## src/design/cart_pkg.sv

```systemverilog
// cartridge mapper package
// bus widths, header offsets, mapper kinds and the structs shared between blocks
`default_nettype none

package cart_pkg;

	// ----------------------------------------------------------
	// widths
	// ----------------------------------------------------------
	localparam int CPU_ADDR_W  = 16;	// cpu address bus
	localparam int DL_ADDR_W   = 25;	// download byte address
	localparam int ROM_WADDR_W = 22;	// external rom, 16 bit words
	localparam int CRAM_ADDR_W = 17;	// 128 KiB cart ram, byte address
	localparam int ROM_BANK_W  = 9;		// up to 512 banks of 16k (mbc5)
	localparam int RAM_BANK_W  = 4;		// up to 16 banks of 8k

	// header words as seen in the download stream (even byte addresses)
	localparam logic [DL_ADDR_W-1:0] HDR_CGB_OFS  = 25'h142;	// cgb flag in high byte
	localparam logic [DL_ADDR_W-1:0] HDR_TYPE_OFS = 25'h146;	// cart type in high byte
	localparam logic [DL_ADDR_W-1:0] HDR_SIZE_OFS = 25'h148;	// {ram size, rom size}

	localparam logic [3:0] RAM_ENABLE_KEY = 4'hA;	// low nibble written to 0000-1fff
	localparam logic [2:0] CRAM_REGION    = 3'b101;	// a000-bfff

	// ----------------------------------------------------------
	// types
	// ----------------------------------------------------------
	typedef enum logic [2:0] {
		NONE = 3'd0,	// plain 32k rom
		MBC1 = 3'd1,
		MBC2 = 3'd2,
		MBC3 = 3'd3,
		MBC5 = 3'd4
	} mbc_kind_t;

	// one word of the rom download, 42 bits
	typedef struct packed {
		logic                 wr;
		logic [DL_ADDR_W-1:0] addr;
		logic [15:0]          data;
	} dl_word_t;

	// cpu side of the cartridge slot, 26 bits
	typedef struct packed {
		logic                  rd;
		logic                  wr;
		logic [CPU_ADDR_W-1:0] addr;
		logic [7:0]            wdata;
	} cpu_bus_t;

	// decoded header, 17 bits
	typedef struct packed {
		mbc_kind_t             kind;
		logic [ROM_BANK_W-1:0] rom_mask;
		logic [RAM_BANK_W-1:0] ram_mask;
		logic                  cgb;	// colour game
	} cart_info_t;

	// mapper registers, 16 bits
	typedef struct packed {
		logic [ROM_BANK_W-1:0] rom_bank;
		logic [RAM_BANK_W-1:0] ram_bank;
		logic                  mbc1_mode;	// 1: 4/32 mode, ram banked
		logic                  mbc3_mode;	// 1: rtc mapped at a000
		logic                  ram_en;
	} bank_state_t;

	// power-on register values, also forced during download
	localparam bank_state_t BANK_STATE_RST = '{rom_bank: 9'd1, default: '0};

endpackage

`default_nettype wire

```

## src/design/mbc_regs.sv

```systemverilog
// mapper control registers
// cpu stores into 0000-7fff set ram enable, rom/ram bank and mode bits
`timescale 1ns/100ps
`default_nettype none

module mbc_regs (
	input  wire                   clk_sys,
	input  wire                   reset,
	input  wire                   dl_active_i,
	input  cart_pkg::cpu_bus_t    cpu_i,
	input  cart_pkg::cart_info_t  info_i,
	output cart_pkg::bank_state_t bank_o
);
	import cart_pkg::*;

	bank_state_t bank_q;
	logic        rom_wr;	// cpu store anywhere in 0000-7fff
	logic [1:0]  reg_sel;	// which 8k window

	assign rom_wr  = cpu_i.wr && !cpu_i.addr[15];
	assign reg_sel = cpu_i.addr[14:13];

	// ----------------------------------------------------------
	// register file
	// ----------------------------------------------------------
	always_ff @(posedge clk_sys) begin
		if (reset || dl_active_i) begin
			bank_q <= BANK_STATE_RST;	// bank 1 in 4000-7fff, ram off
		end else if (rom_wr) begin
			case (reg_sel)
				// 0000-1fff ram enable
				2'b00: bank_q.ram_en <= (cpu_i.wdata[3:0] == RAM_ENABLE_KEY);

				// 2000-3fff rom bank
				2'b01: begin
					if (info_i.kind == MBC5) begin
						if (cpu_i.addr[12])
							bank_q.rom_bank[8] <= cpu_i.wdata[0];	// 3000-3fff high bit
						else
							bank_q.rom_bank[7:0] <= cpu_i.wdata;	// 2000-2fff low byte
					end else if (cpu_i.wdata[6:0] == 7'd0) begin
						bank_q.rom_bank <= 9'd1;	// bank 0 can't be mapped high
					end else begin
						bank_q.rom_bank <= {2'b00, cpu_i.wdata[6:0]};
					end
				end

				// 4000-5fff ram bank, or rtc select on mbc3
				2'b10: begin
					case (info_i.kind)
						MBC3: begin
							if (cpu_i.wdata[3]) begin
								bank_q.mbc3_mode <= 1'b1;	// rtc register
							end else begin
								bank_q.mbc3_mode <= 1'b0;
								bank_q.ram_bank  <= {2'b00, cpu_i.wdata[1:0]};
							end
						end
						MBC5:    bank_q.ram_bank <= cpu_i.wdata[3:0];
						default: bank_q.ram_bank <= {2'b00, cpu_i.wdata[1:0]};
					endcase
				end

				// 6000-7fff banking mode, mbc1 only
				2'b11: begin
					if (info_i.kind == MBC1)
						bank_q.mbc1_mode <= cpu_i.wdata[0];
				end

				default: ;
			endcase
		end
	end

	assign bank_o = bank_q;

endmodule

`default_nettype wire

```

## config.mk

```make
export PLATFORM = sky130hd
export DESIGN_NAME = mbc_regs
export DESIGN_NICKNAME = d
export VERILOG_FILES = /design/src/design/cart_pkg.sv /design/src/design/mbc_regs.sv
export SDC_FILE = /design/constraint.sdc
export NUM_CORES = 1
export LEC_CHECK = 0
export BUFFER_PORTS_ARGS = -buffer_cell sky130_fd_sc_hd__clkbuf_2
export CORE_MARGIN = 10
export CORE_UTILIZATION = 40
export CTS_BUF_LIST = sky130_fd_sc_hd__clkbuf_4 sky130_fd_sc_hd__clkbuf_8
export CTS_CLUSTER_DIAMETER = 30
export DETAILED_ROUTE_END_ITERATION = 12
export GPL_TIMING_DRIVEN = 1
export PLACE_DENSITY = 0.81
export SKIP_LAST_GASP = 1
export SLEW_MARGIN = 15
export SYNTH_ARGS = -nofsm -noshare
export SYNTH_HDL_FRONTEND = slang
export SYNTH_SLANG_ARGS = --single-unit
```

## constraint.sdc

```tcl
create_clock -name clk_sys -period 1.37 [get_ports clk_sys]
set_input_delay 0.274 -clock clk_sys [delete_from_list [all_inputs] [get_ports clk_sys]]
set_output_delay 0.274 -clock clk_sys [all_outputs]
set_load 0.01 [all_outputs]
```

==> reports/summary.md <==
- distinct cell type count after synthesis: 29
- number of flops mapped to enable cells by yosys: 0
- crit start category: flip-flop
- Final Hold Vio Count: 0
- worst supply voltage drop on vdd: 0.5185 mV
- global-route wire length before repair: 3.808 mm
- DRT iter0 DRCs: 18
- P&R area growth vs syn: 35.28%
- startpoint-to-endpoint class of the critical path: reg2out
- Data required, critical path: 1.10 ns
- Worst Path Arrival: 0.80 ns
- vias per cell: 5.396
- Final Routed Wirelength: 2.257 mm
- number of nets in the synthesized netlist: 137
- buffers inserted during post-CTS setup optimization: 0
- max FFs per register: 16
- power density over the cells: 837.8 mW/mm2
- Mapped Cells: 91
- number of placement rows: 16
- final routed DRC violation total: 0
- most area-consuming cells after synthesis: dfxtp_1, a21oi_1, nand3_1, o21ai_0, nand4bb_1
- fmax: 0.9300 GHz
- Via Count: 858
- top fanout value on the critical path: 2
- count of TritonRoute iterations in the first routing pass: 4
- count of endpoints failing setup in the final report: 0
- initial antenna violation count: 0
- initial core utilization: 0.4134
- Max stage delay cell, worst path: dfxtp_1
- largest stage delay on the critical path: 0.36 ns
- Final GP Congestion: 0.7874
- grt total ovfl: 0
- All-Layer GR Usage: 0.1085
- worst clock skew on the final layout: 0 ns
- number of synthesis warnings: 0
- HPWL reported at the end of detailed placement: 1.889 mm
- dominant synthesized flop cell: dfxtp_1
- via count of the first global-routing pass: 889
- internal reg-to-reg setup slack: 0.60 ns
- Clock Root Buffer: clkbuf_4
- Largest delay share family, worst path: flip-flops
- unrepaired setup endpoints after global routing: false
- area of placed instances: 0.001039 mm2
- Cell Chain, Critical Path: clkbuf_2
- worst hold-check slack: 0.2176 ns
- number of buffers on the longest clock path: 2
- y dimension of the die: 64.57 um
- clock tree sinks: 16
- number of input and output port buffers inserted: 34
- dominant cell by count in the synthesized netlist: dfxtp_1
- hold-fix buffers at CTS: 0
- TritonCTS Buffers: 3
- Final period util: 0.7849
- Synth top area share: 0.4031
- post-synthesis instance area: 794.5 um2
- clock-pin slew on the worst setup and hold paths: 0.09 ns
- relative max-transition margin: 0.7576
- Ant. Diodes: 0
- total power consumption of the routed design: 0.0009005 W
- post-detailed-route wirelength per cell: 14.19 um
- Yosys reg bits: 16
- highest metal layer with signal wires: met4
- final standard cell utilization of the core: 0.5592
- count of maximum capacitance violations: 0
- maximum number of pins on one net before global-route repair: 10
- actual transition at the worst max-transition pin: 0.3623 ns
- Final Critical Period: 1.075 ns
- proportion of layout cells with a drive suffix above 1: 0.3636
- final-layout setup total negative slack: 0 ns
- floorplan die area: 0.004169 mm2
- floorplan core area: 0.001922 mm2
- fin area: 0.001075 mm2
- worst min-delay path category: in2reg
- wire length on met2: 1.088 mm
- sequential area share after synthesis: 0.4031
- die span in x: 64.57 um
- count of buffer and inverter cells on the critical path: 1
- clock insertion delay at the later pin of the skew report: 0.29 ns
- Avg Inst Size Synth: 8.731 um2
- post-CTS sizing: 0
- Antenna Nets Post-Route: 0
- number of H-tree levels: 1
- total leakage power: 0.4338 nW
- most used standard cells in the synthesized netlist: dfxtp_1, a21oi_1, nand3_1
- wire length on met3: 154 um
- dominant cell type by area after synthesis: dfxtp_1
- asr flop ratio synth: 0
- io pins: 62
- number of nets in the finished design: 179
- Crit. End Element: output pin
- result of the run: completed
- clock tree from TritonCTS: built
- max-slew violation count: 0
- met1 WL: 987 um
power by group:
part / total [W] / switching (W) / internal (W)
Combinational: 0.000114 / 0.0000612 / 0.0000530
Clock: 0.000318 / 0.000156 / 0.000162
Sequential: 0.000468 / 0.00000100 / 0.000467
Total: 0.000900 / 0.000218 / 0.000682
layer usage:
| layer | up-vias | global-route usage |
|---|---|---|
| li1 | 432 | - |
| met1 | 398 | 0.1208 |
| met2 | 25 | 0.1860 |
| met3 | 3 | 0.04296 |
| met4 | 0 | 0.03209 |
| met5 | - | 0 |
logic make-up after synthesis:
| logic type | synth area share |
|---|---|
| mux | 0.03780 |
| compound gates | 0.1811 |
| buf+inv | 0.03464 |
| flops | 0.4032 |
| simple gates | 0.3433 |
layout make-up:
class,count,area (um2)
Fill cell,198,847.1
Multi-Input combinational cell,68,446.7
Sequential cell,16,320.3
Timing Repair Buffer,42,230.2
Clock buffer,4,36.28
Tap cell,27,33.78
Inverter,2,7.507
layout by cell type (no fill, tap or decap), types with 2 or more instances in the layout:
cell and n:
clkbuf_2 34, dfxtp_1 16, nand3_1 11, a21oi_1 11
o21ai_0 10, buf_4 8, nor2_1 4, nor4_1 3
nand4bb_1 3, nand2_1 3, mux2i_1 3, clkbuf_4 3
and4bb_1 2, nand4b_1 2, nor4bb_1 2, inv_1 2
final timing paths:
check | endpoint | from | cells after the start
setup / recovery | bank_o[7] | bank_o[7]$_SDFFE_PP1P_ | 1
hold reg to reg | bank_o[6]$_SDFFE_PP0P_ | bank_o[6]$_SDFFE_PP0P_ | 2
hold / removal | bank_o[12]$_SDFFE_PP0P_ | cpu_i[5] | 3
setup reg to reg | bank_o[2]$_SDFFE_PP0P_ | bank_o[2]$_SDFFE_PP0P_ | 3
per-stage QoR:
stage,std cells,worst slack [ns]
6_report,159,0.2947
5_1_grt,159,0.2538
4_1_cts,159,0.2895
3_5_place_dp,155,0.05840
3_3_place_gp,155,0.09105
2_1_floorplan,91,0.2676
(Power assumes the default switching activity.)
