**src/design/cart_pkg.sv**
```systemverilog
// cartridge mapper package
// bus widths, header offsets, mapper kinds and the structs shared between blocks
`default_nettype none

package cart_pkg;

	// ----------------------------------------------------------
	// widths
	// ----------------------------------------------------------
	localparam int CPU_ADDR_W  = 16;	// cpu address bus
	localparam int DL_ADDR_W   = 25;	// download byte address
	localparam int ROM_WADDR_W = 22;	// external rom, 16 bit words
	localparam int CRAM_ADDR_W = 17;	// 128 KiB cart ram, byte address
	localparam int ROM_BANK_W  = 9;		// up to 512 banks of 16k (mbc5)
	localparam int RAM_BANK_W  = 4;		// up to 16 banks of 8k

	// header words as seen in the download stream (even byte addresses)
	localparam logic [DL_ADDR_W-1:0] HDR_CGB_OFS  = 25'h142;	// cgb flag in high byte
	localparam logic [DL_ADDR_W-1:0] HDR_TYPE_OFS = 25'h146;	// cart type in high byte
	localparam logic [DL_ADDR_W-1:0] HDR_SIZE_OFS = 25'h148;	// {ram size, rom size}

	localparam logic [3:0] RAM_ENABLE_KEY = 4'hA;	// low nibble written to 0000-1fff
	localparam logic [2:0] CRAM_REGION    = 3'b101;	// a000-bfff

	// ----------------------------------------------------------
	// types
	// ----------------------------------------------------------
	typedef enum logic [2:0] {
		NONE = 3'd0,	// plain 32k rom
		MBC1 = 3'd1,
		MBC2 = 3'd2,
		MBC3 = 3'd3,
		MBC5 = 3'd4
	} mbc_kind_t;

	// one word of the rom download, 42 bits
	typedef struct packed {
		logic                 wr;
		logic [DL_ADDR_W-1:0] addr;
		logic [15:0]          data;
	} dl_word_t;

	// cpu side of the cartridge slot, 26 bits
	typedef struct packed {
		logic                  rd;
		logic                  wr;
		logic [CPU_ADDR_W-1:0] addr;
		logic [7:0]            wdata;
	} cpu_bus_t;

	// decoded header, 17 bits
	typedef struct packed {
		mbc_kind_t             kind;
		logic [ROM_BANK_W-1:0] rom_mask;
		logic [RAM_BANK_W-1:0] ram_mask;
		logic                  cgb;	// colour game
	} cart_info_t;

	// mapper registers, 16 bits
	typedef struct packed {
		logic [ROM_BANK_W-1:0] rom_bank;
		logic [RAM_BANK_W-1:0] ram_bank;
		logic                  mbc1_mode;	// 1: 4/32 mode, ram banked
		logic                  mbc3_mode;	// 1: rtc mapped at a000
		logic                  ram_en;
	} bank_state_t;

	// power-on register values, also forced during download
	localparam bank_state_t BANK_STATE_RST = '{rom_bank: 9'd1, default: '0};

endpackage

`default_nettype wire

```
**src/design/cart_header.sv**
```systemverilog
// cartridge header capture
// picks type, size and cgb bytes out of the rom download and decodes them
`timescale 1ns/100ps
`default_nettype none

module cart_header (
	input  wire                  clk_sys,
	input  wire                  reset,
	input  cart_pkg::dl_word_t   dl_i,
	output cart_pkg::cart_info_t info_o
);
	import cart_pkg::*;

	logic [7:0] type_q;	// 0147
	logic [7:0] rom_size_q;	// 0148
	logic [7:0] ram_size_q;	// 0149
	logic [7:0] cgb_q;	// 0143

	// ----------------------------------------------------------
	// capture
	// ----------------------------------------------------------
	always_ff @(posedge clk_sys) begin
		if (reset) begin
			type_q     <= 8'h00;	// kind decodes to NONE
			rom_size_q <= 8'h00;
			ram_size_q <= 8'h00;
			cgb_q      <= 8'h00;
		end else if (dl_i.wr) begin
			case (dl_i.addr)
				HDR_CGB_OFS:  cgb_q  <= dl_i.data[15:8];	// odd byte is high half
				HDR_TYPE_OFS: type_q <= dl_i.data[15:8];
				HDR_SIZE_OFS: begin
					rom_size_q <= dl_i.data[7:0];
					ram_size_q <= dl_i.data[15:8];
				end
				default: ;
			endcase
		end
	end

	// ----------------------------------------------------------
	// decode
	// ----------------------------------------------------------
	always_comb begin
		// mapper kind from cart type byte
		case (type_q)
			8'h01, 8'h02, 8'h03:                      info_o.kind = MBC1;
			8'h05, 8'h06:                             info_o.kind = MBC2;
			8'h0F, 8'h10, 8'h11, 8'h12, 8'h13:        info_o.kind = MBC3;
			8'h19, 8'h1A, 8'h1B, 8'h1C, 8'h1D, 8'h1E: info_o.kind = MBC5;
			default:                                  info_o.kind = NONE;	// also mmm01, huc etc
		endcase

		// rom: 2 banks at size 0, doubling up to 512 banks at size 8
		if (rom_size_q <= 8'd8)
			info_o.rom_mask = ~(9'h1FF << (rom_size_q[3:0] + 4'd1));
		else
			info_o.rom_mask = 9'h07F;	// odd 72/80/96 bank carts

		// ram: 8k or less is one bank, 32k four, else sixteen
		if (ram_size_q <= 8'd2)
			info_o.ram_mask = 4'h0;
		else if (ram_size_q == 8'd3)
			info_o.ram_mask = 4'h3;
		else
			info_o.ram_mask = 4'hF;

		info_o.cgb = (cgb_q == 8'h80) || (cgb_q == 8'hC0);	// cgb enhanced or cgb only
	end

endmodule

`default_nettype wire

```
**config.mk**
```make
export PLATFORM = sky130hd
export DESIGN_NAME = cart_header
export DESIGN_NICKNAME = d
export VERILOG_FILES = /design/src/design/cart_pkg.sv /design/src/design/cart_header.sv
export SDC_FILE = /design/constraint.sdc
export NUM_CORES = 1
export LEC_CHECK = 0
export BUFFER_PORTS_ARGS = -buffer_cell sky130_fd_sc_hd__buf_2
export CORE_ASPECT_RATIO = 0.7
export CORE_MARGIN = 2
export CORE_UTILIZATION = 52
export CTS_BUF_LIST = sky130_fd_sc_hd__clkbuf_4
export DETAILED_ROUTE_END_ITERATION = 8
export HOLD_SLACK_MARGIN = 0.02
export PLACE_DENSITY = 0.92
export SETUP_SLACK_MARGIN = 0.3
export SKIP_LAST_GASP = 1
export SLEW_MARGIN = 20
export SYNTH_ARGS = -nofsm -noshare
export SYNTH_HDL_FRONTEND = slang
export SYNTH_SLANG_ARGS = --single-unit
```
**constraint.sdc**
```tcl
create_clock -name clk_sys -period 3.4 [get_ports clk_sys]
set_input_delay 0.68 -clock clk_sys [delete_from_list [all_inputs] [get_ports clk_sys]]
set_output_delay 0.68 -clock clk_sys [all_outputs]
set_load 0.01 [all_outputs]
```
==> results of run 1 <==
## area by class of cell
type	instances	area share [%]
Clock buffer	5	1.73
Clock inverter	3	0.751
Inverter	7	1.21
Multi-Input combinational cell	157	46.9
Sequential cell	34	31.4
Tap cell	47	2.72
Timing Repair Buffer	64	15.3
## power by group
part / leakage (nW) / total [mW] / switching [mW] / internal, mW
registers: 0.274 / 0.398 / 0.00000000501 / 0.398
clock network: 0.0286 / 0.220 / 0.143 / 0.0767
logic: 0.640 / 0.0545 / 0.0301 / 0.0244
total: 0.943 / 0.672 / 0.173 / 0.499
## cells in the final DEF (no fill, tap or decap), types with 2 or more instances in the layout
cell and count:
nor2_1 25, nor3_1 5, clkbuf_4 5, and2_1 3, a21oi_1 19, buf_4 4, or4_1 2, dfxtp_1 34
nand3_1 3, mux2i_1 16, buf_2 60, inv_1 7, nor4_4 4, o21ai_0 2, nand2b_1 3, ha_1 7
or2_1 2, nor2b_1 2, nand2_1 42, nor4_1 4
## metal layers
| layer | routed length [µm] | global-route usage, % | part of all wire (%) | vias to the layer above |
|---|---|---|---|---|
| met2 | 1820 | 36.2 | 45 | 68 |
| met1 | 1780 | 28.9 | 44 | 744 |
| met3 | 360 | 5.90 | 8.9 | 10 |
| li1 | - | - | - | 837 |
| met5 | 0 | 0 | 0 | - |
| met4 | 85 | 10.6 | 2.1 | 0 |
## final timing paths
kind	cells after the start	start	to
setup reg to reg	7	type_q[0]$_SDFFE_PP0N_	register
setup / recovery	4	rom_size_q[7]$_SDFFE_PP0P_	info_o[10]
hold / removal	2	ram_size_q[2]$_SDFFE_PP0P_	ram_size_q[2]$_SDFFE_PP0P_
hold reg to reg	2	ram_size_q[2]$_SDFFE_PP0P_	ram_size_q[2]$_SDFFE_PP0P_
## state kept, by name (all words and copies together), names as in the netlist, named ones only
register,cells
rom_size_q,8
type_q,8
ram_size_q,8
cgb_q,7
## cells by family after synthesis
| kind of cell | after synthesis |
|---|---|
| fa+ha+maj | 7 |
| mux | 16 |
| simple gates | 105 |
| compound gates | 29 |
| flops | 34 |
| buf+inv | 17 |
## worst max-delay path, cell delays in order (launching register included)
cell	delay, ns
dfxtp_1	0.33
or4_1	0.59
nor3b_1	0.66
o21ai_0	0.19
buf_2	0.19
==> impl_metrics.json, run 1 <==
{
  "status": "finished clean",
  "grt_pass1_wl_um": 6690,
  "synth_ff_type": "dfxtp_1",
  "synthTopCellsByCount": "42 x nand2_1, 34 x dfxtp_1, 25 x nor2_1",
  "cp.arrival_ns": 2.30,
  "top_level_ports": 61,
  "period_needed_ns": 2.98,
  "fill_cells": 251,
  "hold_viol": 0,
  "cts_buffer_depth": 2,
  "avgViaCountPerCell": 5.23,
  "slew_violations": 0,
  "gp_congestion": 0.942,
  "dp_hpwl_um": 3120,
  "htreeDepth": 2,
  "dp.cells": 309,
  "synth.top_cell.area_share_pct": 38.3,
  "drc": 0,
  "hp-class": "register to register",
  "cts_tree": "yes",
  "synth.most_common_cell": "nand2_1",
  "vias": 1659,
  "syn_area_um2": 1780,
  "synth_simple_gate_area_share_pct": 33.5,
  "worst_pin_slew_ns": 0.840,
  "synth_edf_count": 0,
  "syn-num-nets": 259,
  "critical_path.startpoint_type": "register",
  "synth-xor-area-share_pct": 0,
  "cts_buffers": 5,
  "stdcell_count": 317,
  "cp_data_required_time_ns": 2.72,
  "antenna_found_initial": 0,
  "initialDrtViolationCount": 108,
  "worstSkewPairLatency_ns": 0.35,
  "synth_warnings": 0,
  "die-area_um2": 3910,
  "syn2layout_area_growth_pct": 21.8,
  "rsz0062_at_grt": "false",
  "yosysSeqAreaShare_pct": 38.3,
  "worstSetupPathType": "register to output pin",
  "postLayoutSetupSlackWorst_ns": 0.422,
  "core_area_um2": 3210,
  "drtAntennaViolNets": 0,
  "clk_pin_slew_ns": 0.11,
  "totalWireLength_um": 4040,
  "numPortBuffers": 60,
  "num_rows": 17,
  "grt.total_usage_pct": 22.7,
  "drv_cap": 0,
  "vdd_ir_drop_max_v": 0.000197,
  "synth-compound-area-share_pct": 9.71,
  "nets": 320,
  "firstDrtPassIters": 4,
  "synthAdderAreaFrac_pct": 4.93,
  "muxShareOfSynthArea_pct": 9.01,
  "finalInstanceArea_um2": 2170,
  "cts_setup_buffers": 0,
  "dpl_cell_area_um2": 2110,
  "yosysTopAreaCell": "dfxtp_1",
  "async_reset_ff_share_pct": 0,
  "endpoint_kind": "output pin",
  "power_density_nw_per_um2": 310,
  "clockRootBuffer": "clkbuf_4",
  "syn_inst": 208,
  "die_w_um": 73.9,
  "clock.fmax_ghz": 0.336,
  "syn_avg_cell_area_um2": 8.55,
  "postCtsHoldBufs": 0,
  "setup_viol": 0,
  "ctsResizeCount": 0,
  "synth_seq_cells": 34,
  "diodes": 0,
  "synth_area_leaders": "dfxtp_1 38%, mux2i_1 9.0%, nand2_1 8.9%",
  "dpl_worst_slack_ns": 0.199,
  "grt_overflow": 0,
  "slew_headroom_pct": 43.6,
  "layout-drive-gt1-share_pct": 29.3,
  "worst-r2r-setup-slack_ns": 1.63,
  "setup_tns_ns": 0,
  "numClockSinks": 34,
  "initial_core_util_pct": 55.4,
  "die_h_um": 52.9,
  "multi_input_area_um2": 1020,
  "final_util_pct": 67.4,
  "yosysUniqueCellTypes": 40,
  "post-route-period-util_pct": 87.6,
  "p_leak_nw": 0.943,
  "path_max_fanout": 7,
  "fin_skew_ns": 0.00885,
  "seq_area_um2": 681,
  "grt_pass1_vias": 1542,
  "avgRoutedWirePerCell_um": 12.7,
  "grt_start_max_net_pins": 27,
  "totalPowerFinal_uw": 672,
  "fin_hold_ws_ns": 0.458,
  "synth_top_family_by_area": "simple AND/OR/NAND/NOR gates"
}
(Power assumes the default switching activity.)
==> inputs of run 2 (changes only) <==
--- a/config.mk
+++ b/config.mk
@@ -6,16 +6,17 @@
 export NUM_CORES = 1
 export LEC_CHECK = 0
 export BUFFER_PORTS_ARGS = -buffer_cell sky130_fd_sc_hd__buf_2
+export CAP_MARGIN = 40
 export CORE_ASPECT_RATIO = 0.7
 export CORE_MARGIN = 2
-export CORE_UTILIZATION = 52
+export CORE_UTILIZATION = 50
 export CTS_BUF_LIST = sky130_fd_sc_hd__clkbuf_4
 export DETAILED_ROUTE_END_ITERATION = 8
 export HOLD_SLACK_MARGIN = 0.02
-export PLACE_DENSITY = 0.92
+export PLACE_DENSITY = 0.9
 export SETUP_SLACK_MARGIN = 0.3
 export SKIP_LAST_GASP = 1
-export SLEW_MARGIN = 20
+export SLEW_MARGIN = 30
 export SYNTH_ARGS = -nofsm -noshare
 export SYNTH_HDL_FRONTEND = slang
 export SYNTH_SLANG_ARGS = --single-unit
==> run 2 against run 1 <==
Net effect: utilization down 3.8 points; sequential power about the same; critical path type is now input pin to register; final area up 1.8%; cell count up 1.3%; via count up 2.7%; total power up 11%; worst setup slack better by 0.10 ns; die area up 3.7%; hold slack worse by 0.0029 ns; maximum frequency up 3.6%; register-to-register slack about the same.
==> impl_metrics.json, run 2 (same netlist as run 1, synthesis figures left out) <==
{
  "cp_data_required_time_ns": 3.68,
  "worstSkewPairLatency_ns": 0.34,
  "totalWireLength_um": 4210,
  "cpMaxStageDelayCell": "or4bb_1",
  "fin_skew_ns": 0.00461,
  "slew_violations": 0,
  "clock.fmax_ghz": 0.348,
  "final_common_cell": "buf_2",
  "layout-drive-gt1-share_pct": 30.3,
  "die_h_um": 53.9,
  "core_area_um2": 3470,
  "post-route-period-util_pct": 84.6,
  "largestRegisters": "ram_size_q: 8 flops, rom_size_q: 8 flops, type_q: 8 flops",
  "gp_congestion": 0.920,
  "grt_start_max_net_pins": 23,
  "power_frac_clock_pct": 39.1,
  "clockRootBuffer": "clkbuf_4",
  "dp_hpwl_um": 3240,
  "power_switching_share_pct": 22.7,
  "grt_pass1_wl_um": 6730,
  "diodes": 0,
  "numClockSinks": 34,
  "nets": 321,
  "top_level_ports": 61,
  "stdcell_count": 321,
  "rsz0062_at_grt": "false",
  "power_density_nw_per_um2": 337,
  "num_rows": 18,
  "final_util_pct": 63.6,
  "vias": 1704,
  "dpl_worst_slack_ns": 0.167,
  "cts_setup_buffers": 0,
  "status": "finished clean",
  "avgViaCountPerCell": 5.31,
  "syn2layout_area_growth_pct": 24.1,
  "slowest_delay_ns": 0.47,
  "multi_input_area_um2": 1020,
  "cp.arrival_ns": 3.15,
  "path_max_fanout": 6,
  "drtAntennaViolNets": 0,
  "htreeDepth": 2,
  "p_leak_nw": 0.967,
  "hold_viol": 0,
  "worst_pin_slew_ns": 0.637,
  "grt.total_usage_pct": 22.7,
  "setup_tns_ns": 0,
  "antenna_found_initial": 0,
  "postCtsHoldBufs": 0,
  "p_comb_share_pct": 7.4,
  "grt_overflow": 0,
  "seqPwrFrac_pct": 53.6,
  "power.internal_uw": 575,
  "cts_buffer_depth": 2,
  "grt_pass1_vias": 1488,
  "initial_core_util_pct": 51.3,
  "worstSetupPathType": "input pin to register",
  "seq_area_um2": 681,
  "clk_pin_slew_ns": 0.10,
  "die-area_um2": 4060,
  "numPortBuffers": 60,
  "cts_tree": "yes",
  "cts_buffers": 5,
  "slew_headroom_pct": 57.2,
  "avgRoutedWirePerCell_um": 13.1,
  "postLayoutSetupSlackWorst_ns": 0.524,
  "initialDrtViolationCount": 125,
  "totalPowerFinal_uw": 743,
  "layout_common_cells": "60 x buf_2, 42 x nand2_1, 34 x dfxtp_1",
  "dp.cells": 312,
  "period_needed_ns": 2.88,
  "fin_hold_ws_ns": 0.455,
  "endpoint_kind": "register",
  "dpl_cell_area_um2": 2120,
  "hp-class": "register to register",
  "setup_viol": 0,
  "vdd_ir_drop_max_v": 0.000293,
  "switching_power_uw": 169,
  "critical_path.cell_chain": "buf_2 > nor4_4 > nand4_4 > nor3_4 > mux2i_1 > nor2_1 > ha_1 > nor2b_1 > nand2_1 > or4bb_1 > a2bb2oi_1",
  "die_w_um": 75.3,
  "fill_cells": 308,
  "drv_cap": 0,
  "finalInstanceArea_um2": 2210,
  "critical_path.startpoint_type": "input pin",
  "firstDrtPassIters": 4,
  "drc": 0
}
==> run 2: power by group through the flow <==
stage          Clock (mW)  Combinational (mW)  Sequential, mW
5_1_grt             0.308              0.0599           0.398
4_1_cts             0.295              0.0547           0.398
3_3_place_gp            0              0.0534           0.407
3_5_place_dp            0              0.0545           0.407
2_1_floorplan           0              0.0174           0.407
6_report            0.290              0.0547           0.398
==> run 2: routing by layer <==
metal / vias up / wire [µm] / GRT usage, % / part of all wire [%]
met4: 0 / 86 / 10.8 / 2.0
met2: 69 / 1930 / 36.1 / 46
li1: 838 / - / - / -
met1: 789 / 1920 / 29.9 / 46
met5: - / 0 / 0 / 0
met3: 8 / 273 / 4.49 / 6.5
==> run 2: final cells by class <==
cell class / instances / share of cell area, %
clock buffer: 5 / 1.70
clock inverter: 3 / 1.82
inverter: 7 / 1.19
multi-input combinational: 157 / 46.3
sequential: 34 / 30.9
tap: 50 / 2.84
timing repair buffer: 65 / 15.3
==> run 2: path summary, 6_finish.rpt <==
path / from / cells after the start / slack, ns / to
setup / recovery: dl_i[31] / 11 / 0.52 / register
hold / removal: rom_size_q[5]$_SDFFE_PP0P_ / 2 / 0.46 / rom_size_q[5]$_SDFFE_PP0P_
setup reg to reg: type_q[0]$_SDFFE_PP0N_ / 7 / 1.63 / register
hold reg to reg: rom_size_q[5]$_SDFFE_PP0P_ / 2 / 0.46 / rom_size_q[5]$_SDFFE_PP0P_
==> run 2: what timing repair did <==
item	CTS	global route
setup endpoints to repair	0	2
gates resized for setup	0	1
hold endpoints to repair	0	0
==> run 2: critical path, delay by kind of cell <==
kind | cells | cell delay [ns]
and+or+nand+nor | 7 | 1.66
muxes | 1 | 0.31
adders and majority gates | 1 | 0.24
AOI/OAI and AO/OA | 1 | 0.15
buffers and inverters | 1 | 0.12
