`config.mk`:
```
export PLATFORM = sky130hd
export DESIGN_NAME = bank_map
export DESIGN_NICKNAME = d
export VERILOG_FILES = /design/src/design/cart_pkg.sv /design/src/design/bank_map.sv
export SDC_FILE = /design/constraint.sdc
export NUM_CORES = 1
export LEC_CHECK = 0
export BUFFER_PORTS_ARGS = -buffer_cell sky130_fd_sc_hd__buf_2
export CAP_MARGIN = 10
export CORE_MARGIN = 4
export CORE_UTILIZATION = 23
export DETAILED_ROUTE_END_ITERATION = 8
export PLACE_DENSITY_LB_ADDON = 0.1
export SLEW_MARGIN = 30
export SYNTH_ARGS = -nofsm -noshare
export SYNTH_HDL_FRONTEND = slang
export SYNTH_SLANG_ARGS = --single-unit
```
`constraint.sdc`:
```
create_clock -name vclk -period 1.05
set_clock_uncertainty 0.15 [all_clocks]
set_input_delay 0.0525 -clock vclk [all_inputs]
set_output_delay 0.0525 -clock vclk [all_outputs]
set_load 0.02 [all_outputs]
```
`src/design/cart_pkg.sv`:
```
// cartridge mapper package
// bus widths, header offsets, mapper kinds and the structs shared between blocks
`default_nettype none

package cart_pkg;

	// ----------------------------------------------------------
	// widths
	// ----------------------------------------------------------
	localparam int CPU_ADDR_W  = 16;	// cpu address bus
	localparam int DL_ADDR_W   = 25;	// download byte address
	localparam int ROM_WADDR_W = 22;	// external rom, 16 bit words
	localparam int CRAM_ADDR_W = 17;	// 128 KiB cart ram, byte address
	localparam int ROM_BANK_W  = 9;		// up to 512 banks of 16k (mbc5)
	localparam int RAM_BANK_W  = 4;		// up to 16 banks of 8k

	// header words as seen in the download stream (even byte addresses)
	localparam logic [DL_ADDR_W-1:0] HDR_CGB_OFS  = 25'h142;	// cgb flag in high byte
	localparam logic [DL_ADDR_W-1:0] HDR_TYPE_OFS = 25'h146;	// cart type in high byte
	localparam logic [DL_ADDR_W-1:0] HDR_SIZE_OFS = 25'h148;	// {ram size, rom size}

	localparam logic [3:0] RAM_ENABLE_KEY = 4'hA;	// low nibble written to 0000-1fff
	localparam logic [2:0] CRAM_REGION    = 3'b101;	// a000-bfff

	// ----------------------------------------------------------
	// types
	// ----------------------------------------------------------
	typedef enum logic [2:0] {
		NONE = 3'd0,	// plain 32k rom
		MBC1 = 3'd1,
		MBC2 = 3'd2,
		MBC3 = 3'd3,
		MBC5 = 3'd4
	} mbc_kind_t;

	// one word of the rom download, 42 bits
	typedef struct packed {
		logic                 wr;
		logic [DL_ADDR_W-1:0] addr;
		logic [15:0]          data;
	} dl_word_t;

	// cpu side of the cartridge slot, 26 bits
	typedef struct packed {
		logic                  rd;
		logic                  wr;
		logic [CPU_ADDR_W-1:0] addr;
		logic [7:0]            wdata;
	} cpu_bus_t;

	// decoded header, 17 bits
	typedef struct packed {
		mbc_kind_t             kind;
		logic [ROM_BANK_W-1:0] rom_mask;
		logic [RAM_BANK_W-1:0] ram_mask;
		logic                  cgb;	// colour game
	} cart_info_t;

	// mapper registers, 16 bits
	typedef struct packed {
		logic [ROM_BANK_W-1:0] rom_bank;
		logic [RAM_BANK_W-1:0] ram_bank;
		logic                  mbc1_mode;	// 1: 4/32 mode, ram banked
		logic                  mbc3_mode;	// 1: rtc mapped at a000
		logic                  ram_en;
	} bank_state_t;

	// power-on register values, also forced during download
	localparam bank_state_t BANK_STATE_RST = '{rom_bank: 9'd1, default: '0};

endpackage

`default_nettype wire

```
`src/design/bank_map.sv`:
```
// bank address generation
// banked rom word address and cart ram byte address from cpu address and mapper state
`timescale 1ns/100ps
`default_nettype none

module bank_map (
	input  cart_pkg::cpu_bus_t                 cpu_i,
	input  cart_pkg::cart_info_t               info_i,
	input  cart_pkg::bank_state_t              bank_i,
	output logic [cart_pkg::ROM_WADDR_W-1:0]   rom_addr_o,
	output logic                               rom_rd_o,
	output logic [cart_pkg::CRAM_ADDR_W-1:0]   cram_addr_o
);
	import cart_pkg::*;

	logic [ROM_BANK_W-1:0] rom_bank_raw;	// before mirroring
	logic [ROM_BANK_W-1:0] rom_bank;
	logic [RAM_BANK_W-1:0] ram_bank;
	logic [1:0]            mbc1_hi;	// upper rom lines in mode 0
	logic                  is_cram;

	assign is_cram = (cpu_i.addr[15:13] == CRAM_REGION);

	// ----------------------------------------------------------
	// rom bank
	// ----------------------------------------------------------
	always_comb begin
		// mbc1 mode 0: 2 bit ram register doubles as rom bank bits 6:5
		mbc1_hi = bank_i.mbc1_mode ? 2'b00 : bank_i.ram_bank[1:0];

		case (info_i.kind)
			MBC1:    rom_bank_raw = {2'b00, mbc1_hi, bank_i.rom_bank[4:0]};
			NONE:    rom_bank_raw = {{(ROM_BANK_W-1){1'b0}}, cpu_i.addr[14]};	// 32k linear
			default: rom_bank_raw = bank_i.rom_bank;
		endcase

		if (cpu_i.addr[15:14] != 2'b01)
			rom_bank = '0;	// fixed bank 0 at 0000-3fff
		else if (info_i.kind == NONE)
			rom_bank = rom_bank_raw;
		else
			rom_bank = rom_bank_raw & info_i.rom_mask;	// mirror into rom size
	end

	assign rom_addr_o = {rom_bank, cpu_i.addr[13:1]};	// word address, a0 picks byte
	assign rom_rd_o   = cpu_i.rd && !is_cram;

	// ----------------------------------------------------------
	// cart ram bank
	// ----------------------------------------------------------
	always_comb begin
		if (info_i.kind == MBC1 && !bank_i.mbc1_mode)
			ram_bank = '0;	// mode 0 leaves ram unbanked
		else
			ram_bank = bank_i.ram_bank & info_i.ram_mask;
	end

	assign cram_addr_o = {ram_bank, cpu_i.addr[12:0]};

endmodule

`default_nettype wire

```
==> summary.md, run 1 <==
| Metric | Value |
|---|---|
| Status | `complete, but fails checks` |
| Violated checks | `negative setup slack` |
| Max Clk Rate | `about 900 MHz` |
| # setup viols final | `2` |
| Seq/Total Area, Yosys | `0%` |
| Area Overhead vs Synth | `78.9%` |
| Initial Util | `~24%` |
| Synth cell types | `13` |
| Yosys top cell area share | `a little over half` |
| RePlAce Congestion | `0.649` |
| Num sequential | `0` |
| RSZ-0062 raised after global routing | `true` |
| Fraction of layout cells with a size suffix above 1 | `65.6%` |
| 1st-iter DRT viols | `1` |
| IO Port Bufs | `49` |
| TNS Setup | `-0.0946 ns` |
| Final hold viol count | `0` |
| Switching Share | `54.3%` |
| First-pass GRT wire length | `between 1 and 1.5 mm` |
| CP Max Fanout | `2` |
| Layout Utilization | `43.7%` |
| Number of fillers in the final layout | `around 160` |
| Maximum capacitance violations | `0` |
| Vias | `roughly 470` |
| CP max stage cell | `nor4b_4` |
| IO Pins | `between 90 and 100` |
| Max-slew headroom | `72.6%` |
| Initial antenna violation count | `0` |
| DR WL/cell | `11.1 µm` |
| Drt pass-1 iters | `2` |
| VDD IR max | `about 0.19 mV` |
| CP Launch Type | `primary input` |
| # clk buffers | `0` |
| CORE AREA | `around 1500 µm²` |
| Syn nets | `approximately 110` |
| Residual DRC | `0` |
| Number of global-route vias before repair | `~370` |
| Inserted Diodes | `0` |
| Chip Width | `roughly 48 µm` |
| Setup bufs post-CTS | `0` |
| Minimum clock period | `around 1.1 ns` |
| Mapped Area | `approximately 370 µm²` |
| Crit. End Element | `primary output` |
| Most common cell in the netlist | `buf_4` |
| PwrDens | `between 400 and 500 nW/µm²` |
| Via/cell ratio | `4.41` |
| Avg Cell Area, Syn | `7.07 µm²` |
| Largest stage delay, worst path | `around 0.32 ns` |
| Pleak | `around 0.47 nW` |
| Final WL | `1.18 mm` |
| Sequential cell area | `0 µm²` |
| Worst Path Arrival | `just over 0.9 ns` |
| Total track usage | `7.96%` |
| Final net count | `between 150 and 200` |
| Max Transition Viols Final | `0` |
| Worst slew pin tran | `slightly above 0.4 ns` |
| Area contributors post-synth | `buf_4 (53%), and3_1 (17%), nor4b_4 (6.5%), a22oi_1 (4.1%), nor2_1 (4.1%)` |
| DIE HEIGHT | `between 40 and 50 µm` |
| Grt total ovfl | `0` |
| Top post-synthesis cells by count | `buf_4 (26), and3_1 (10), nor2_1 (4), a22oi_1 (2), nor3b_1 (2)` |
| Die Area | `roughly 2300 µm²` |
| CP cell instances | `buf_6 > nor4b_4 > a22oi_1 > nor3b_2 > buf_4` |
| Largest area contributor in the netlist | `buf_4` |
| Clk pwr share | `0%` |
| Largest net degree at the start of global routing | `5` |
| WS Path Type | `primary input to primary output` |
| Cell internal pwr | `roughly 130 µW` |
| Worst EP required | `around 0.85 ns` |
| YS warnings | `0` |
| Mapped Cells | `52` |
| Worst Hold Class | `primary input to primary output` |
| P_sw | `160 µW` |
| Period Utilization, post-route | `106%` |
| Setup ws final | `-0.0607 ns` |
| Flop pwr share | `0%` |
| Hpwl dp | `around 960 µm` |
| Core Rows | `14` |
| Gate power share | `100.0%` |
| Routed Antenna Nets | `0` |
[repair_timing]
item	4_1_cts	5_1_grt
setup endpoints to repair	6	35
gates cloned	0	0
pin swaps	4	1
endpoints found under the hold margin	25	0
hold buffers	13	0
resized for setup	6	16
[path summary, 6_finish.rpt]
| kind | slack, ns | end | startpoint | depth (start not counted) |
|---|---|---|---|---|
| min | 0.19 | rom_addr_o[12] | cpu_i[21] | 2 |
| max | -0.06 | rom_addr_o[19] | bank_i[2] | 5 |
[cell type report]
cell class	count	area, µm²	share of cell area (%)
Timing Repair Buffer	64	438	66.5
Multi-Input combinational cell	26	200	30.4
Tap cell	16	20.0	3.04
[layout by cell type (no fill, tap or decap), types with 2 or more instances in the layout]
master,n
buf_2,44
dlymetal6s4s_1,11
and3_1,10
buf_4,5
nor2_1,2
nor2_2,2
nor3b_2,2
dlygate4sd3_1,2
buf_6,2
[power by group through the flow]
stage | Clock (mW) | Sequential (mW) | Combinational [mW]
after CTS | 0 | 0 | 0.287
after detailed placement | 0 | 0 | 0.165
final | 0 | 0 | 0.295
after floorplan | 0 | 0 | 0.210
after global routing | 0 | 0 | 0.319
after global placement | 0 | 0 | 0.164
[layer usage]
metal | GRT usage (%) | share of wire [%] | up-vias
met3 | 0 | 15 | 0
met1 | 11.1 | 32 | 195
met5 | 0 | 0 | -
met4 | 0.538 | 0 | 0
met2 | 14.2 | 53 | 42
li1 | - | - | 230
[per-stage QoR]
| stage | instance area, µm² | setup slack, ns | hold slack (ns) | cells | total power, mW |
|---|---|---|---|---|---|
| after detailed placement | 463 | -0.144 | -0.0449 | 93 | 0.165 |
| final | 658 | -0.0607 | 0.190 | 106 | 0.295 |
| after floorplan | 378 | 0.0656 | 0.0676 | 52 | 0.210 |
| after global routing | 658 | -0.121 | 0.205 | 106 | 0.319 |
| after CTS | 616 | -0.0622 | 0.192 | 106 | 0.287 |
| after global placement | 463 | -0.112 | -0.0449 | 93 | 0.164 |
[cell families (layout without fill, tap and decap cells)]
logic type      Yosys count  after routing  synth area share [%]
compound gates            4              4                  7.48
simple gates             22             22                  39.5
buf+inv                  26             64                  53.1
[worst max-delay path: cells and delay by family]
family / cells / cell delay, ns
simple gates: 2 / 0.48
buf+inv: 2 / 0.26
compound gates: 1 / 0.12
Note: power is estimated with default switching activity, not from simulation.
==> run 2, diff against run 1 <==
--- a/config.mk
+++ b/config.mk
@@ -8,8 +8,9 @@
 export BUFFER_PORTS_ARGS = -buffer_cell sky130_fd_sc_hd__buf_2
 export CAP_MARGIN = 10
 export CORE_MARGIN = 4
-export CORE_UTILIZATION = 23
+export CORE_UTILIZATION = 22
 export DETAILED_ROUTE_END_ITERATION = 8
+export MAX_ROUTING_LAYER = met4
 export PLACE_DENSITY_LB_ADDON = 0.1
 export SLEW_MARGIN = 30
 export SYNTH_ARGS = -nofsm -noshare
==> constraint.sdc (replaced) <==
create_clock -name vclk -period 1.26
set_clock_uncertainty 0.15 [all_clocks]
set_input_delay 0.063 -clock vclk [all_inputs]
set_output_delay 0.063 -clock vclk [all_outputs]
set_load 0.02 [all_outputs]
==> run 2 against run 1 <==
The flow now finishes without violations. Hold slack better by 0.025 ns. Non-clock buffer count down 2. Via count down 2.1%. Highest routed layer is now met4. First-iteration DRC count down 100%. Worst setup slack better by 0.16 ns. Cell area down 14%. Core utilization down 6.8 points. Sequential cell count unchanged. Critical path depth unchanged.
==> summary.md, run 2 (synthesis results as in run 1) <==
| Metric | Value |
|---|---|
| Status | `finished, final reports clean (was complete, but fails checks)` |
| 1st-iter DRT viols | `0 (was 1)` |
| Maximum capacitance violations | `0 (unchanged)` |
| IO Pins | `99 (unchanged)` |
| Worst EP required | `1.05 ns (was 0.85 ns)` |
| Die Area | `2390 µm² (was 2300 µm²)` |
| Largest net degree at the start of global routing | `6 (was 5)` |
| Dpl ws | `0.0518 ns (was -0.144 ns)` |
| Residual DRC | `0 (unchanged)` |
| RePlAce Congestion | `0.628 (was 0.649)` |
| Total track usage | `8.19% (was 7.96%)` |
| Final hold viol count | `0 (unchanged)` |
| Met1 Track Usage GR | `7.97% (was 11.1%)` |
| Finished Cell Area | `568 µm² (was 658 µm²)` |
| Commonest non-fill, non-tap cell in the layout | `buf_2 (unchanged)` |
| Grt peak-use layer | `met2 (unchanged)` |
| WS Path Type | `primary input to primary output (unchanged)` |
| Setup bufs post-CTS | `0 (unchanged)` |
| Met2 usage | `15.7% (was 14.2%)` |
| Core Rows | `14 (unchanged)` |
| Inserted Diodes | `0 (unchanged)` |
| Grt total ovfl | `0 (unchanged)` |
| IO Port Bufs | `49 (unchanged)` |
| CP max stage cell | `nor4b_4 (unchanged)` |
| DR WL/cell | `11.1 µm (about the same)` |
| # setup viols final | `0 (was 2)` |
| Chip Width | `48.9 µm (was 48.0 µm)` |
| Worst Path Arrival | `0.95 ns (was 0.91 ns)` |
| Setup ws final | `0.0984 ns (was -0.0607 ns)` |
| CP Max Fanout | `2 (unchanged)` |
| PwrDens | `394 nW/µm² (was 448 nW/µm²)` |
| CP cell instances | `buf_2 > nor4b_4 > a22oi_1 > nor3b_1 > buf_2 (was buf_6 > nor4b_4 > a22oi_1 > nor3b_2 > buf_4)` |
| Largest stage delay, worst path | `0.29 ns (was 0.32 ns)` |
| TNS Setup | `0 ns (was -0.0946 ns)` |
| Area Overhead vs Synth | `54.4% (was 78.9%)` |
| Number of fillers in the final layout | `164 (was 161)` |
| CP Launch Type | `primary input (unchanged)` |
| RSZ-0062 raised after global routing | `false (was true)` |
| Final net count | `149 (was 151)` |
| Initial antenna violation count | `0 (unchanged)` |
| Pleak | `0.353 nW (was 0.469 nW)` |
| Drt pass-1 iters | `1 (was 2)` |
| CORE AREA | `1540 µm² (was 1510 µm²)` |
| Worst Setup EP | `rom_addr_o[18] (was rom_addr_o[19])` |
| Max Transition Viols Final | `0 (unchanged)` |
| Post-CTS sizing | `0 (was 6)` |
| DIE HEIGHT | `48.9 µm (was 48.0 µm)` |
| Hpwl dp | `971 µm (was 962 µm)` |
| Period Utilization, post-route | `92.2%` |
| Routed Antenna Nets | `0 (unchanged)` |
| Most used cell along the critical path | `buf_2` |
| Minimum clock period | `~1.2 ns` |
| Crit. End Element | `primary output (unchanged)` |
| Worst slew pin tran | `0.411 ns (was 0.410 ns)` |
| First-pass GRT wire length | `1.70 mm (was 1.39 mm)` |
| Area after DPL | `438 µm² (was 463 µm²)` |
| Worst Hold Class | `primary input to primary output (unchanged)` |
| Number of global-route vias before repair | `416 (was 365)` |
| Layout Utilization | `36.9% (was 43.7%)` |
| Commonest non-fill, non-tap cells in the layout | `buf_2 (49), dlygate4sd3_1 (13), and3_1 (10) (was buf_2 (44), dlymetal6s4s_1 (11), and3_1 (10))` |
| Area of the multi-input gates | `173 µm² (was 200 µm²)` |
| Max-slew headroom | `72.5% (was 72.6%)` |
| Final WL | `1.16 mm (was 1.18 mm)` |
| Fin cells | `104 (was 106)` |
| Vias | `457 (was 467)` |
| Worst setup path start | `bank_i[2] (unchanged)` |
| GR Util met3 | `3.36% (was 0%)` |
| Initial Util | `23.9% (was 24.4%)` |
| Via/cell ratio | `4.39 (was 4.41)` |
| Sequential cell area | `0 µm² (unchanged)` |
| Placed Cells | `91 (was 93)` |
| Fraction of layout cells with a size suffix above 1 | `56.8% (was 65.6%)` |
| VDD IR max | `0.168 mV (was 0.189 mV)` |
| Max Clk Rate | `about 860 MHz` |
| Num sequential | `0 (unchanged)` |
| # clk buffers | `0 (unchanged)` |
[run 2: worst max-delay path, delay by kind of cell]
| kind | cells | cell delay [ns] |
|---|---|---|
| AO/OA/AOI/OAI | 1 | 0.10 |
| buffers and inverters | 2 | 0.31 |
| AND/OR/NAND/NOR | 2 | 0.48 |
[run 2: routing by layer]
| metal | wire length (µm) | up-vias |
|---|---|---|
| met5 | 0 | - |
| met4 | 5 | 0 |
| met3 | 245 | 2 |
| met2 | 557 | 51 |
| met1 | 350 | 180 |
| li1 | - | 224 |
[run 2: how the worst min path moves through the flow]
stage	from	to	slack [ns]	cells past startpoint
after global routing	cpu_i[21]	rom_addr_o[12]	0.23	2
after global placement	cpu_i[8]	cram_addr_o[0]	-0.02	0
after detailed placement	cpu_i[8]	cram_addr_o[0]	-0.02	0
after floorplan	cpu_i[8]	cram_addr_o[0]	0.09	1
final	cpu_i[21]	rom_addr_o[12]	0.21	2
after CTS	cpu_i[21]	rom_addr_o[12]	0.21	2
[run 2: timing repair]
item / 4_1_cts / 5_1_grt
endpoints found under the setup margin: 0 / 2
hold buffers: 13 / 0
endpoints found under the hold margin: 25 / 0
[run 2: layout make-up]
type / instances / area share [%]
multi-input combinational: 26 / 30.4
tap: 16 / 3.52
timing repair buffer: 62 / 66.1
[run 2: power breakdown]
group | total, mW | internal, mW | switching (mW)
combinational | 0.224 | 0.0948 | 0.129
clock | 0 | 0 | 0
sequential | 0 | 0 | 0
[run 2: metrics by stage]
step / hold slack (ns) / total power, mW
floorplan: 0.0886 / 0.173
global placement: -0.0239 / 0.131
detailed placement: -0.0239 / 0.131
CTS: 0.213 / 0.226
global route: 0.233 / 0.241
finish: 0.215 / 0.224
==> run 3, diff against run 2 <==
--- a/config.mk
+++ b/config.mk
@@ -11,7 +11,7 @@
 export CORE_UTILIZATION = 22
 export DETAILED_ROUTE_END_ITERATION = 8
 export MAX_ROUTING_LAYER = met4
-export PLACE_DENSITY_LB_ADDON = 0.1
+export PLACE_DENSITY = 0.86
 export SLEW_MARGIN = 30
 export SYNTH_ARGS = -nofsm -noshare
 export SYNTH_HDL_FRONTEND = slang
==> run 3 against run 2 <==
Critical path depth unchanged. Fmax down 3.4%. Sequential cell count unchanged. Hold slack better by 0.0053 ns. Critical path type unchanged. Via count up 7.0%. Largest cell class unchanged. Global-route usage up 1.9 points. Total power up 2.8%. Final cell count up 0.96%. Routed wire length up 19%. Combinational power up 3%. Sequential share of layout area unchanged.
==> summary.md, run 3 (synthesis results as in run 1) <==
| Metric | Value |
|---|---|
| Via/cell ratio | `4.66 (was 4.39)` |
| Status | `finished, final reports clean (unchanged)` |
| 1st-iter DRT viols | `4 (was 0)` |
| Worst EP required | `1.05 ns (about the same)` |
| Crit. End Element | `primary output (unchanged)` |
| Period Utilization, post-route | `95.4% (was 92.2%)` |
| RePlAce Congestion | `0.723 (was 0.628)` |
| CP Max Fanout | `4 (was 2)` |
| Largest net degree at the start of global routing | `6 (unchanged)` |
| Worst Path Arrival | `0.99 ns (was 0.95 ns)` |
| WS Path Type | `primary input to primary output (unchanged)` |
| Commonest non-fill, non-tap cell in the layout | `buf_2 (unchanged)` |
| Max Clk Rate | `832 MHz (was 861 MHz)` |
| IO Pins | `99 (unchanged)` |
| Pleak | `0.359 nW (was 0.353 nW)` |
| DIE HEIGHT | `48.9 µm (unchanged)` |
| PwrDens | `396 nW/µm² (was 394 nW/µm²)` |
| Total track usage | `10.1% (was 8.19%)` |
| Maximum capacitance violations | `0 (unchanged)` |
| Hold Path End | `rom_addr_o[12] (unchanged)` |
| Vias | `489 (was 457)` |
| Residual DRC | `0 (unchanged)` |
| Initial antenna violation count | `0 (unchanged)` |
| Switching Share | `58.0% (was 57.6%)` |
| Chip Width | `48.9 µm (unchanged)` |
| Routed wl met3 | `293 µm (was 245 µm)` |
| Flop pwr share | `0% (about the same)` |
| Max Transition Viols Final | `0 (unchanged)` |
| Number of fillers in the final layout | `160 (was 164)` |
| Worst slew pin tran | `0.434 ns (was 0.411 ns)` |
| Hold path start | `cpu_i[21] (unchanged)` |
| Sequential cell area | `0 µm² (unchanged)` |
| Final hold viol count | `0 (unchanged)` |
| P_sw | `133 µW (was 129 µW)` |
| Initial Util | `23.9% (unchanged)` |
| Clk pwr share | `0% (about the same)` |
| Max-slew headroom | `71.0% (was 72.5%)` |
| Grt total ovfl | `0 (unchanged)` |
| # setup viols final | `0 (unchanged)` |
| Finished Cell Area | `581 µm² (was 568 µm²)` |
| Num sequential | `0 (unchanged)` |
| Cell internal pwr | `96.7 µW (was 94.8 µW)` |
| CP Launch Type | `primary input (unchanged)` |
| TNS Setup | `0 ns (unchanged)` |
| Fraction of layout cells with a size suffix above 1 | `58.4% (was 56.8%)` |
| Number of global-route vias before repair | `453 (was 416)` |
| Uppermost layer routed | `met3 (was met4)` |
| M1 WL | `441 µm (was 350 µm)` |
| Inserted Diodes | `0 (unchanged)` |
| Final net count | `150 (was 149)` |
| Gate power share | `100.0% (about the same)` |
| First-pass GRT wire length | `2.04 mm (was 1.70 mm)` |
| IO Port Bufs | `49 (unchanged)` |
| Core Rows | `14 (unchanged)` |
| # clk buffers | `0 (unchanged)` |
| Area Overhead vs Synth | `57.8% (was 54.4%)` |
| Worst hold stages | `2 (unchanged)` |
| Minimum clock period | `1.20 ns (was 1.16 ns)` |
| Area after DPL | `445 µm² (was 438 µm²)` |
| RSZ-0062 raised after global routing | `false (unchanged)` |
| DR WL/cell | `13.2 µm (was 11.1 µm)` |
| Die Area | `2390 µm² (unchanged)` |
| Routed Antenna Nets | `0 (unchanged)` |
| Met2 wire len | `648 µm (was 557 µm)` |
| Hpwl dp | `1.03 mm (was 971 µm)` |
| Commonest non-fill, non-tap cells in the layout | `buf_2 (49), dlygate4sd3_1 (13), and3_1 (10) (unchanged)` |
| VDD IR max | `0.122 mV (was 0.168 mV)` |
| Drt pass-1 iters | `2 (was 1)` |
| Final WL | `1.38 mm (was 1.16 mm)` |
| CORE AREA | `1540 µm² (unchanged)` |
| Worst Hold Class | `primary input to primary output (unchanged)` |
run 3: cell count changes in the layout (fill, tap and decap cells not counted), sizes merged:
cell  previous run  this run
buf             49        50
run 3: worst max path at each step:
| stage | from | end | slack, ns | cells after the start |
|---|---|---|---|---|
| floorplan | info_i[15] | rom_addr_o[18] | 0.08 | 3 |
| global placement | info_i[15] | rom_addr_o[17] | 0.1 | 6 |
| detailed placement | info_i[15] | rom_addr_o[17] | 0.08 | 6 |
| CTS | info_i[15] | rom_addr_o[14] | 0.06 | 6 |
| global route | info_i[15] | rom_addr_o[19] | 0.003 | 5 |
| finish | info_i[15] | rom_addr_o[19] | 0.06 | 5 |
run 3: metal layers:
layer | vias up | track usage [%]
met2 | 69 | 18.9
li1 | 227 | -
met4 | 0 | 0.448
met1 | 193 | 10.1
met3 | 0 | 4.28
met5 | - | -
run 3: repair_timing:
action	4_1_cts	5_1_grt
buffers inserted	0	0
hold buffers	13	0
setup endpoints to repair	0	1
hold endpoints to repair	25	0
gates resized for setup	0	1
run 3: cell type report:
type | count | area [µm²] | share of cell area [%]
Timing Repair Buffer | 63 | 383 | 65.9
Tap cell | 16 | 20.0 | 3.45
Multi-Input combinational cell | 26 | 178 | 30.6
run 3: per-stage QoR:
| step | worst slack [ns] | instances | hold WS, ns | utilization, % | power, mW |
|---|---|---|---|---|---|
| 5_1_grt | 0.00283 | 105 | 0.243 | 37.7 | 0.247 |
| 3_5_place_dp | 0.0771 | 92 | -0.0239 | 28.9 | 0.133 |
| 4_1_cts | 0.0644 | 105 | 0.211 | 37.3 | 0.229 |
| 2_1_floorplan | 0.0791 | 52 | 0.0886 | - | 0.173 |
| 3_3_place_gp | 0.0958 | 92 | -0.0239 | 28.9 | 0.130 |
| 6_report | 0.0580 | 105 | 0.220 | 37.7 | 0.230 |
run 3: worst max-delay path, stage by stage:
cell	delay [ns]
buf_2	0.14
nor4b_4	0.29
a22oi_1	0.10
nor3b_1	0.20
buf_2	0.20
run 3: power by group through the flow:
stage | sequential [mW] | clock [mW] | combinational, mW
final | 0 | 0 | 0.230
after detailed placement | 0 | 0 | 0.133
after global placement | 0 | 0 | 0.130
after global routing | 0 | 0 | 0.247
after floorplan | 0 | 0 | 0.173
after CTS | 0 | 0 | 0.229
